File: config.mk
export PLATFORM = sky130hd
export DESIGN_NAME = csr_unit
export DESIGN_NICKNAME = d
export VERILOG_FILES = /design/src/logic/csr_arch_pkg.sv /design/src/logic/csr_pipe_pkg.sv /design/src/logic/csr_decode.sv /design/src/logic/csr_regfile.sv /design/src/logic/csr_timer.sv /design/src/logic/csr_unit.sv
export SDC_FILE = /design/constraint.sdc
export NUM_CORES = 1
export LEC_CHECK = 0
export ABC_CLOCK_PERIOD_IN_PS = 4800
export BUFFER_PORTS_ARGS = -buffer_cell sky130_fd_sc_hd__buf_4
export CORE_MARGIN = 2
export CORE_UTILIZATION = 25
export DETAILED_ROUTE_END_ITERATION = 8
export PLACE_DENSITY_LB_ADDON = 0.2
export SLEW_MARGIN = 20
export SYNTH_ARGS = -nofsm -noshare
export SYNTH_HDL_FRONTEND = slang
export SYNTH_SLANG_ARGS = --single-unit
File: constraint.sdc
create_clock -name clk -period 4.8 [get_ports clk]
set_clock_uncertainty 0.2 [all_clocks]
set_input_delay 0.96 -clock clk [delete_from_list [all_inputs] [get_ports clk]]
set_output_delay 0.96 -clock clk [all_outputs]
set_load 0.005 [all_outputs]
File: src/logic/csr_arch_pkg.sv
`default_nettype none

package csr_arch_pkg;

    localparam int timer_w = 32;
    localparam int irq_w = 13;      // 2 sw, 8 hw, reserved, timer, ipi
    localparam int eentry_align = 6;

    typedef logic [13:0] csr_num_t;

    localparam csr_num_t csr_crmd   = 14'h000;
    localparam csr_num_t csr_prmd   = 14'h001;
    localparam csr_num_t csr_ecfg   = 14'h004;
    localparam csr_num_t csr_estat  = 14'h005;
    localparam csr_num_t csr_era    = 14'h006;
    localparam csr_num_t csr_badv   = 14'h007;
    localparam csr_num_t csr_eentry = 14'h00c;
    localparam csr_num_t csr_save0  = 14'h030;
    localparam csr_num_t csr_save1  = 14'h031;
    localparam csr_num_t csr_save2  = 14'h032;
    localparam csr_num_t csr_save3  = 14'h033;
    localparam csr_num_t csr_tid    = 14'h040;
    localparam csr_num_t csr_tcfg   = 14'h041;
    localparam csr_num_t csr_tval   = 14'h042;
    localparam csr_num_t csr_ticlr  = 14'h044;

    // exception codes as ESTAT.ecode holds them
    typedef enum logic [5:0] {
        ecode_int = 6'h00,
        ecode_ade = 6'h08,
        ecode_ale = 6'h09,
        ecode_sys = 6'h0b,
        ecode_brk = 6'h0c,
        ecode_ine = 6'h0d,
        ecode_ipe = 6'h0e
    } ecode_e;

    typedef struct packed {
        logic [1:0] datm;
        logic [1:0] datf;
        logic       pg;
        logic       da;
        logic       ie;
        logic [1:0] plv;
    } crmd_t;

    typedef struct packed {
        logic       pie;
        logic [1:0] pplv;
    } prmd_t;

    // da set, everything else clear
    localparam crmd_t crmd_rst = 9'h008;

    // ECFG.lie bit 10 is reserved
    localparam logic [irq_w-1:0] lie_mask = 13'h1bff;

endpackage

`default_nettype wire

File: src/logic/csr_pipe_pkg.sv
`default_nettype none

package csr_pipe_pkg;

    typedef enum logic [2:0] {
        op_none,
        op_csrrd,
        op_csrwr,
        op_csrxchg,
        op_ertn,
        op_trap
    } csr_op_e;

    // one privileged request from the pipeline
    typedef struct packed {
        logic                  valid;
        csr_op_e               op;
        csr_arch_pkg::csr_num_t num;
        logic [31:0]           wdata;
        logic [31:0]           mask;     // csrxchg only
        logic [31:0]           pc;
        logic                  excp;
        csr_arch_pkg::ecode_e  ecode;
        logic [8:0]            esubcode;
        logic [31:0]           badv;
    } csr_req_t;

    typedef struct packed {
        logic        flush;
        logic [31:0] redirect_pc;
        logic [31:0] rdata;
    } csr_resp_t;

    // registered command, op already arbitrated
    typedef struct packed {
        logic                  run;
        csr_op_e               op;
        csr_arch_pkg::csr_num_t num;
        logic [31:0]           wdata;    // merged under mask
        logic [31:0]           pc;
        csr_arch_pkg::ecode_e  ecode;
        logic [8:0]            esubcode;
        logic [31:0]           badv;
    } csr_cmd_t;

endpackage

`default_nettype wire

File: src/logic/csr_decode.sv
`default_nettype none

module csr_decode (
    input  wire logic                               clk,
    input  wire logic                               rstn,
    input  wire logic                               stall,
    input  wire logic                               flush,
    input  wire csr_pipe_pkg::csr_req_t             req,
    input  wire logic                               ti,
    input  wire logic [8:0]                         hw_int,
    input  wire csr_arch_pkg::crmd_t                crmd,
    input  wire logic [csr_arch_pkg::irq_w-1:0]     lie,
    input  wire logic [1:0]                         is_bits,
    input  wire logic [31:0]                        era,
    input  wire logic [31:0]                        eentry,
    input  wire logic [31:0]                        rdata_comb,
    output csr_arch_pkg::csr_num_t                  num_rd,
    output csr_pipe_pkg::csr_cmd_t                  cmd,
    output csr_pipe_pkg::csr_resp_t                 resp
);

    logic [csr_arch_pkg::irq_w-1:0] irq_src;
    logic                           int_pend;
    csr_pipe_pkg::csr_op_e          op_d;
    csr_arch_pkg::ecode_e           ecode_d;
    logic [8:0]                     esubcode_d;
    logic [31:0]                    wmask;
    csr_pipe_pkg::csr_cmd_t         cmd_d;
    csr_pipe_pkg::csr_resp_t        resp_d;

    assign num_rd = req.num;    // old value comes back from regfile

    // same layout as ESTAT.is
    assign irq_src = {hw_int[8], ti, 1'b0, hw_int[7:0], is_bits};
    assign int_pend = (|(irq_src & lie)) && crmd.ie;

    // exception > interrupt > own op
    always_comb
    begin
        op_d = req.op;
        ecode_d = req.ecode;
        esubcode_d = req.esubcode;
        if (req.excp)
        begin
            op_d = csr_pipe_pkg::op_trap;
        end
        else if (int_pend)
        begin
            op_d = csr_pipe_pkg::op_trap;
            ecode_d = csr_arch_pkg::ecode_int;
            esubcode_d = '0;
        end
    end

    assign wmask = (op_d == csr_pipe_pkg::op_csrxchg) ? req.mask : '1;

    always_comb
    begin
        cmd_d.run = req.valid && (op_d != csr_pipe_pkg::op_none);
        cmd_d.op = op_d;
        cmd_d.num = req.num;
        cmd_d.wdata = (rdata_comb & ~wmask) | (req.wdata & wmask);
        cmd_d.pc = req.pc;
        cmd_d.ecode = ecode_d;
        cmd_d.esubcode = esubcode_d;
        cmd_d.badv = req.badv;

        resp_d.rdata = rdata_comb;
        resp_d.flush = cmd_d.run && (op_d != csr_pipe_pkg::op_csrrd);
        case (op_d)
            csr_pipe_pkg::op_trap:
                resp_d.redirect_pc = eentry;
            csr_pipe_pkg::op_ertn:
                resp_d.redirect_pc = era;
            default:
                resp_d.redirect_pc = req.pc + 32'd4;
        endcase
    end

    // result stage
    always_ff @(posedge clk)
    begin
        if (!rstn || (flush && !stall))
        begin
            cmd <= '0;
            resp <= '0;
        end
        else if (!stall)
        begin
            cmd <= cmd_d;
            resp <= resp_d;
        end
    end

endmodule

`default_nettype wire

File: src/logic/csr_regfile.sv
`default_nettype none

module csr_regfile (
    input  wire logic                               clk,
    input  wire logic                               rstn,
    input  wire logic                               stall,
    input  wire csr_pipe_pkg::csr_cmd_t             cmd,
    input  wire csr_arch_pkg::csr_num_t             num_rd,
    input  wire logic                               ti,
    input  wire logic [8:0]                         hw_int,
    input  wire logic [csr_arch_pkg::timer_w-1:0]   tval,
    output logic [31:0]                             rdata_comb,
    output csr_arch_pkg::crmd_t                     crmd,
    output logic [csr_arch_pkg::irq_w-1:0]          lie,
    output logic [1:0]                              is_bits,
    output logic [31:0]                             era,
    output logic [31:0]                             eentry,
    output logic                                    tcfg_wr,
    output logic [csr_arch_pkg::timer_w-1:0]        tcfg,
    output logic                                    ticlr_wr,
    output logic                                    excp_flush,
    output logic                                    ertn_flush
);

    csr_arch_pkg::prmd_t                       prmd;
    csr_arch_pkg::ecode_e                      ecode_q;
    logic [8:0]                                esubcode_q;
    logic [31:0]                               badv;
    logic [31:csr_arch_pkg::eentry_align]      eentry_q;
    logic [31:0]                               save_q [4];
    logic [31:0]                               tid;
    logic                                      commit;
    logic                                      wr_op;

    assign commit = cmd.run && !stall;
    assign wr_op = (cmd.op == csr_pipe_pkg::op_csrwr) || (cmd.op == csr_pipe_pkg::op_csrxchg);
    assign ticlr_wr = commit && wr_op && (cmd.num == csr_arch_pkg::csr_ticlr) && cmd.wdata[0];
    assign eentry = {eentry_q, {csr_arch_pkg::eentry_align{1'b0}}};

    always_comb
    begin
        case (num_rd)
            csr_arch_pkg::csr_crmd:   rdata_comb = {23'b0, crmd};
            csr_arch_pkg::csr_prmd:   rdata_comb = {29'b0, prmd};
            csr_arch_pkg::csr_ecfg:   rdata_comb = {19'b0, lie};
            csr_arch_pkg::csr_estat:
                rdata_comb = {1'b0, esubcode_q, ecode_q, 3'b0,
                              hw_int[8], ti, 1'b0, hw_int[7:0], is_bits};
            csr_arch_pkg::csr_era:    rdata_comb = era;
            csr_arch_pkg::csr_badv:   rdata_comb = badv;
            csr_arch_pkg::csr_eentry: rdata_comb = eentry;
            csr_arch_pkg::csr_save0:  rdata_comb = save_q[0];
            csr_arch_pkg::csr_save1:  rdata_comb = save_q[1];
            csr_arch_pkg::csr_save2:  rdata_comb = save_q[2];
            csr_arch_pkg::csr_save3:  rdata_comb = save_q[3];
            csr_arch_pkg::csr_tid:    rdata_comb = tid;
            csr_arch_pkg::csr_tcfg:   rdata_comb = 32'(tcfg);
            csr_arch_pkg::csr_tval:   rdata_comb = 32'(tval);
            default:                  rdata_comb = '0;   // ticlr reads zero
        endcase
    end

    always_ff @(posedge clk)
    begin
        if (!rstn)
        begin
            crmd <= csr_arch_pkg::crmd_rst;
            prmd <= '0;
            lie <= '0;
            is_bits <= '0;
            ecode_q <= csr_arch_pkg::ecode_int;
            esubcode_q <= '0;
            era <= '0;
            badv <= '0;
            eentry_q <= '0;
            for (int i = 0; i < 4; i++)
                save_q[i] <= '0;
            tid <= '0;
            tcfg <= '0;
            tcfg_wr <= 1'b0;
            excp_flush <= 1'b0;
            ertn_flush <= 1'b0;
        end
        else
        begin
            excp_flush <= 1'b0;
            ertn_flush <= 1'b0;
            tcfg_wr <= 1'b0;
            if (commit)
            begin
                case (cmd.op)
                    csr_pipe_pkg::op_trap:
                    begin
                        prmd.pplv <= crmd.plv;
                        prmd.pie <= crmd.ie;
                        crmd.plv <= 2'b00;
                        crmd.ie <= 1'b0;
                        era <= cmd.pc;
                        ecode_q <= cmd.ecode;
                        esubcode_q <= cmd.esubcode;
                        if (cmd.ecode == csr_arch_pkg::ecode_ale
                            || cmd.ecode == csr_arch_pkg::ecode_ade)
                            badv <= cmd.badv;
                        excp_flush <= 1'b1;
                    end
                    csr_pipe_pkg::op_ertn:
                    begin
                        crmd.plv <= prmd.pplv;
                        crmd.ie <= prmd.pie;
                        ertn_flush <= 1'b1;
                    end
                    csr_pipe_pkg::op_csrwr, csr_pipe_pkg::op_csrxchg:
                    begin
                        case (cmd.num)
                            csr_arch_pkg::csr_crmd:   crmd <= csr_arch_pkg::crmd_t'(cmd.wdata[8:0]);
                            csr_arch_pkg::csr_prmd:   prmd <= csr_arch_pkg::prmd_t'(cmd.wdata[2:0]);
                            csr_arch_pkg::csr_ecfg:   lie <= cmd.wdata[12:0] & csr_arch_pkg::lie_mask;
                            csr_arch_pkg::csr_estat:  is_bits <= cmd.wdata[1:0];  // sw irq only
                            csr_arch_pkg::csr_era:    era <= cmd.wdata;
                            csr_arch_pkg::csr_badv:   badv <= cmd.wdata;
                            csr_arch_pkg::csr_eentry:
                                eentry_q <= cmd.wdata[31:csr_arch_pkg::eentry_align];
                            csr_arch_pkg::csr_save0,
                            csr_arch_pkg::csr_save1,
                            csr_arch_pkg::csr_save2,
                            csr_arch_pkg::csr_save3:  save_q[cmd.num[1:0]] <= cmd.wdata;
                            csr_arch_pkg::csr_tid:    tid <= cmd.wdata;
                            csr_arch_pkg::csr_tcfg:
                            begin
                                tcfg <= cmd.wdata[csr_arch_pkg::timer_w-1:0];
                                tcfg_wr <= 1'b1;   // timer reloads next cycle
                            end
                            default: ;
                        endcase
                    end
                    default: ;
                endcase
            end
        end
    end

endmodule

`default_nettype wire

File: src/logic/csr_timer.sv
`default_nettype none

module csr_timer (
    input  wire logic                               clk,
    input  wire logic                               rstn,
    input  wire logic                               tcfg_wr,
    input  wire logic [csr_arch_pkg::timer_w-1:0]   tcfg,
    input  wire logic                               ticlr_wr,
    output logic [csr_arch_pkg::timer_w-1:0]        tval,
    output logic                                    ti
);

    logic                              en;
    logic                              periodic;
    logic [csr_arch_pkg::timer_w-1:0]  reload;

    assign en = tcfg[0];
    assign periodic = tcfg[1];
    assign reload = {tcfg[csr_arch_pkg::timer_w-1:2], 2'b00};

    always_ff @(posedge clk)
    begin
        if (!rstn)
        begin
            tval <= '0;
            ti <= 1'b0;
        end
        else
        begin
            if (ticlr_wr)
                ti <= 1'b0;
            else if (en && !tcfg_wr && tval == '0)
                ti <= 1'b1;

            if (tcfg_wr)
                tval <= reload;
            else if (en)
            begin
                if (tval == '0 && periodic)
                    tval <= reload;
                else if (tval != '1)    // one-shot parks at all ones
                    tval <= tval - 1'b1;
            end
        end
    end

endmodule

`default_nettype wire

File: src/logic/csr_unit.sv
`default_nettype none

module csr_unit (
    input  wire logic                   clk,
    input  wire logic                   rstn,
    input  wire logic                   stall,
    input  wire logic                   flush,
    input  wire csr_pipe_pkg::csr_req_t req,
    input  wire logic [8:0]             hw_int,     // 8 hw lines, ipi on top
    output csr_pipe_pkg::csr_resp_t     resp,
    output logic                        excp_flush,
    output logic                        ertn_flush,
    output csr_arch_pkg::crmd_t         crmd
);

    csr_arch_pkg::csr_num_t             num_rd;
    csr_pipe_pkg::csr_cmd_t             cmd;
    logic [csr_arch_pkg::irq_w-1:0]     lie;
    logic [1:0]                         is_bits;
    logic [31:0]                        era;
    logic [31:0]                        eentry;
    logic [31:0]                        rdata_comb;
    logic                               ti;
    logic                               tcfg_wr;
    logic [csr_arch_pkg::timer_w-1:0]   tcfg;
    logic                               ticlr_wr;
    logic [csr_arch_pkg::timer_w-1:0]   tval;

    csr_decode u_decode (
        .clk        (clk),
        .rstn       (rstn),
        .stall      (stall),
        .flush      (flush),
        .req        (req),
        .ti         (ti),
        .hw_int     (hw_int),
        .crmd       (crmd),
        .lie        (lie),
        .is_bits    (is_bits),
        .era        (era),
        .eentry     (eentry),
        .rdata_comb (rdata_comb),
        .num_rd     (num_rd),
        .cmd        (cmd),
        .resp       (resp)
    );

    csr_regfile u_regfile (
        .clk        (clk),
        .rstn       (rstn),
        .stall      (stall),
        .cmd        (cmd),
        .num_rd     (num_rd),
        .ti         (ti),
        .hw_int     (hw_int),
        .tval       (tval),
        .rdata_comb (rdata_comb),
        .crmd       (crmd),
        .lie        (lie),
        .is_bits    (is_bits),
        .era        (era),
        .eentry     (eentry),
        .tcfg_wr    (tcfg_wr),
        .tcfg       (tcfg),
        .ticlr_wr   (ticlr_wr),
        .excp_flush (excp_flush),
        .ertn_flush (ertn_flush)
    );

    csr_timer u_timer (
        .clk        (clk),
        .rstn       (rstn),
        .tcfg_wr    (tcfg_wr),
        .tcfg       (tcfg),
        .ticlr_wr   (ticlr_wr),
        .tval       (tval),
        .ti         (ti)
    );

endmodule

`default_nettype wire

==> flow_metrics.env <==
export IMPL_synthDistinctLibCells=87
export IMPL_cts_setup_buffers=0
export IMPL_finalHoldViolCount=0
export IMPL_slowest_stage="nor4_4"
export IMPL_antenna_left=0
export IMPL_clk_latency_ns=0.63
export IMPL_grtUsageTotal_pct=22.5
export IMPL_syn_area_um2=26200
export IMPL_cts_tree="yes"
export IMPL_area_growth_pct=22.3
export IMPL_r2r_start="u_timer.tval[25]$_SDFFE_PN0P_"
export IMPL_critPathLaunch="req[148]"
export IMPL_grt_pass1_wl_mm=177
export IMPL_min_delay_start="u_decode.cmd[35]$_SDFFE_PP0N_"
export IMPL_hpwl_mm=90.0
export IMPL_worstSetupStartpointType="primary input"
export IMPL_drc_errors=0
export IMPL_dpl_instance_area_um2=29700
export IMPL_nNetsFinal=3191
export IMPL_stdcell_area_um2=32000
export IMPL_num_vias=24200
export IMPL_ir_worst_vdd_uv=213
export IMPL_yosys_area_share_adder_pct=0.143
export IMPL_ys_top_cells_by_count="dfxtp_1, nor2_1, clkbuf_1"
export IMPL_whs_ns=0.261
export IMPL_firstDrtPassIters=6
export IMPL_synth_compound_area_share_pct=19.0
export IMPL_slew_viol_final=0
export IMPL_finalSetupViolCount=0
export IMPL_period_share_pct=74.3
export IMPL_crit_type="primary input to flip-flop"
export IMPL_synthSimpleGateAreaFrac_pct=20.2
export IMPL_fin_crit_ns=3.57
export IMPL_synth_top_area_share_pct=32.5
export IMPL_synthMuxAreaShare_pct=7.41
export IMPL_drtIter0Drc=2642
export IMPL_holdPathEnd="u_regfile.esubcode_q[3]$_SDFFE_PN0P_"
export IMPL_synth_area_top_cells="dfxtp_1, edfxtp_1, mux2i_1, nor2_1, a21oi_1"
export IMPL_cts_resized=0
export IMPL_die_width_um=328
export IMPL_maxCapViolations=0
export IMPL_syn_num_nets=3035
export IMPL_fin_ws_ns=1.23
export IMPL_hold_path_class="flip-flop to flip-flop"
export IMPL_path_delay_family="simple AND/OR/NAND/NOR gates"
export IMPL_ctsRootBufferMaster="clkbuf_16"
export IMPL_crit_fanout=26
export IMPL_fp_row_count=118
export IMPL_die_y_um=328
export IMPL_path_cells="buf_4 > or4bb_1 > nor4_4 > a22oi_1 > o2111ai_1 > nor4_1 > a2111oi_1"
export IMPL_max_slew_margin_pct=19.4
export IMPL_grt_setup_unrepaired="false"
export IMPL_critPathBufInv=1
export IMPL_synth_edf_count=128
export IMPL_yosysMostFrequentCell="dfxtp_1"
export IMPL_grt_pass1_vias=23100
export IMPL_postSynthCellCount=2857
export IMPL_slowest_delay_ns=0.88
export IMPL_fp_dieArea_um2=107000
export IMPL_io_pin_count=251
export IMPL_synth_top_cell_by_area="dfxtp_1"
export IMPL_fin_tns_setup_ns=0
export IMPL_diodes=0
export IMPL_grt_max_degree=108
export IMPL_hold_buffers=0
export IMPL_cts_inserted_buffers=67
export IMPL_pwr_density_cell_nw_per_um2=355
export IMPL_avgViaCountPerCell=5.43
export IMPL_arrival_ns=3.87
export IMPL_port_buffers=250
export IMPL_whs_path_depth=2
export IMPL_reg2reg_depth=6
export IMPL_wl_mm=125
export IMPL_timing_fmax_mhz=280
export IMPL_syn_avg_cell_area_um2=9.17
export IMPL_r2r_slack_ns=1.49
export IMPL_status="finished clean"
export IMPL_synth_top_family_by_area="simple AND/OR/NAND/NOR gates"
export IMPL_nFillCells=10900
export IMPL_drive_above_1_share_pct=16.8
export IMPL_post_place_ws_ns=0.671
export IMPL_synthArstFlopShare_pct=0
export IMPL_cts_max_path_buffers=3
export IMPL_initial_utilization_pct=25.2
export IMPL_p_leak_uw=0.0114
export IMPL_ys_flop_type="dfxtp_1"
export IMPL_synth_xor_area_share_pct=1.67
export IMPL_grt_overflow=0
export IMPL_cp_required_ns=5.11
export IMPL_core_um2=104000
export IMPL_p_total_uw=11400
export IMPL_synth_seq_area_share_pct=47.2
export IMPL_htreeDepth=3
export IMPL_antenna_found_initial=5
export IMPL_wl_per_cell_um=28.1
export IMPL_ys_ff_latch=553
export IMPL_cts_sinks=553
export IMPL_end_kind="flip-flop"
export IMPL_timing_rr_end="u_timer.tval[8]$_SDFFE_PN0P_"
export IMPL_gp_congestion=0.911
export IMPL_ys_warn_count=0
export IMPL_clk_pin_slew_worst_paths_ns=0.06
export IMPL_tightestPinTransition_ns=1.18
[flip-flops by register name (all words and copies together), names as in the netlist, 2 cells and up]
register and cells:
u_decode.cmd 129, u_regfile.save_q 128, u_decode.resp 65, u_regfile.badv 32, u_regfile.era 32, u_regfile.tcfg 32, u_regfile.tid 32, u_timer.tval 32
u_regfile.eentry_q 26, u_regfile.lie 12, u_regfile.crmd 9, u_regfile.esubcode_q 9, u_regfile.ecode_q 6, u_regfile.prmd 3, u_regfile.is_bits 2
[metrics by stage]
| stage | util, % | instances |
|---|---|---|
| after global routing | 30.9 | 4447 |
| after CTS | 30.9 | 4447 |
| final | 30.9 | 4447 |
| after global placement | 28.6 | 4324 |
| after floorplan | - | 2857 |
| after detailed placement | 28.6 | 4324 |
[logic make-up after synthesis]
| family | count (synthesis) |
|---|---|
| buffers and inverters | 298 |
| AO/OA/AOI/OAI | 721 |
| adder cells (fa/ha/maj) | 3 |
| flip-flops | 553 |
| multiplexers | 190 |
| XOR/XNOR | 49 |
| AND/OR/NAND/NOR | 1043 |
[worst register-to-register path: cells and delay by family (launching register included)]
family	cells	cell delay [ns]
simple gates	3	1.85
compound gates	3	0.63
flops	1	0.48
[metal layers]
| layer | GRT usage, % | vias up | part of all wire [%] |
|---|---|---|---|
| met5 | 0 | - | 0.018 |
| met4 | 9.65 | 4 | 4.3 |
| met3 | 3.50 | 199 | 7.4 |
| met2 | 34.4 | 1113 | 44 |
| met1 | 31.4 | 12000 | 44 |
| li1 | - | 10900 | - |
[worst max path at each step]
stage	to	slack (ns)	depth (start not counted)
finish	u_decode.cmd[82]$_SDFFE_PP0N_	1.23	7
global placement	u_decode.cmd[104]$_SDFFE_PP0N_	0.68	7
global route	u_decode.cmd[82]$_SDFFE_PP0N_	1.10	7
CTS	u_decode.cmd[82]$_SDFFE_PP0N_	1.33	7
floorplan	u_regfile.save_q[1][0]$_SDFFCE_PN0P_	0.22	5
detailed placement	u_decode.cmd[82]$_SDFFE_PP0N_	0.67	7
[cell type report]
| class | count | area (um2) | area share [%] |
|---|---|---|---|
| Multi-Input combinational cell | 2006 | 12900 | 40.1 |
| Sequential cell | 553 | 12400 | 38.6 |
| Timing Repair Buffer | 338 | 2580 | 8.06 |
| Clock buffer | 97 | 1970 | 6.16 |
| Tap cell | 1380 | 1730 | 5.39 |
| Clock inverter | 26 | 363 | 1.13 |
| Inverter | 47 | 181 | 0.566 |
[power breakdown]
part	internal, uW	total (uW)	switching [uW]
combinational	317	859	543
clock	3300	5500	2190
sequential	4880	5010	135
total	8500	11400	2870
[cell usage in the layout (no fill, tap or decap), types with 12 or more instances in the layout]
cell type	count
and3_1	23
a211oi_1	96
dfxtp_1	425
mux2i_1	177
nor3_1	95
nand4_1	37
a2111oi_0	13
o31ai_1	14
o21ai_0	100
xnor2_1	39
clkbuf_8	12
inv_1	45
nor2_1	348
clkbuf_1	15
o22ai_1	23
edfxtp_1	128
a22o_1	24
and2_1	126
clkbuf_16	70
buf_4	334
nand3b_1	21
nand3_1	52
a21oi_1	177
nand2_1	196
a221oi_1	67
nor4_1	22
a22oi_1	87
No activity file was read; power rests on OpenSTA's default activity.
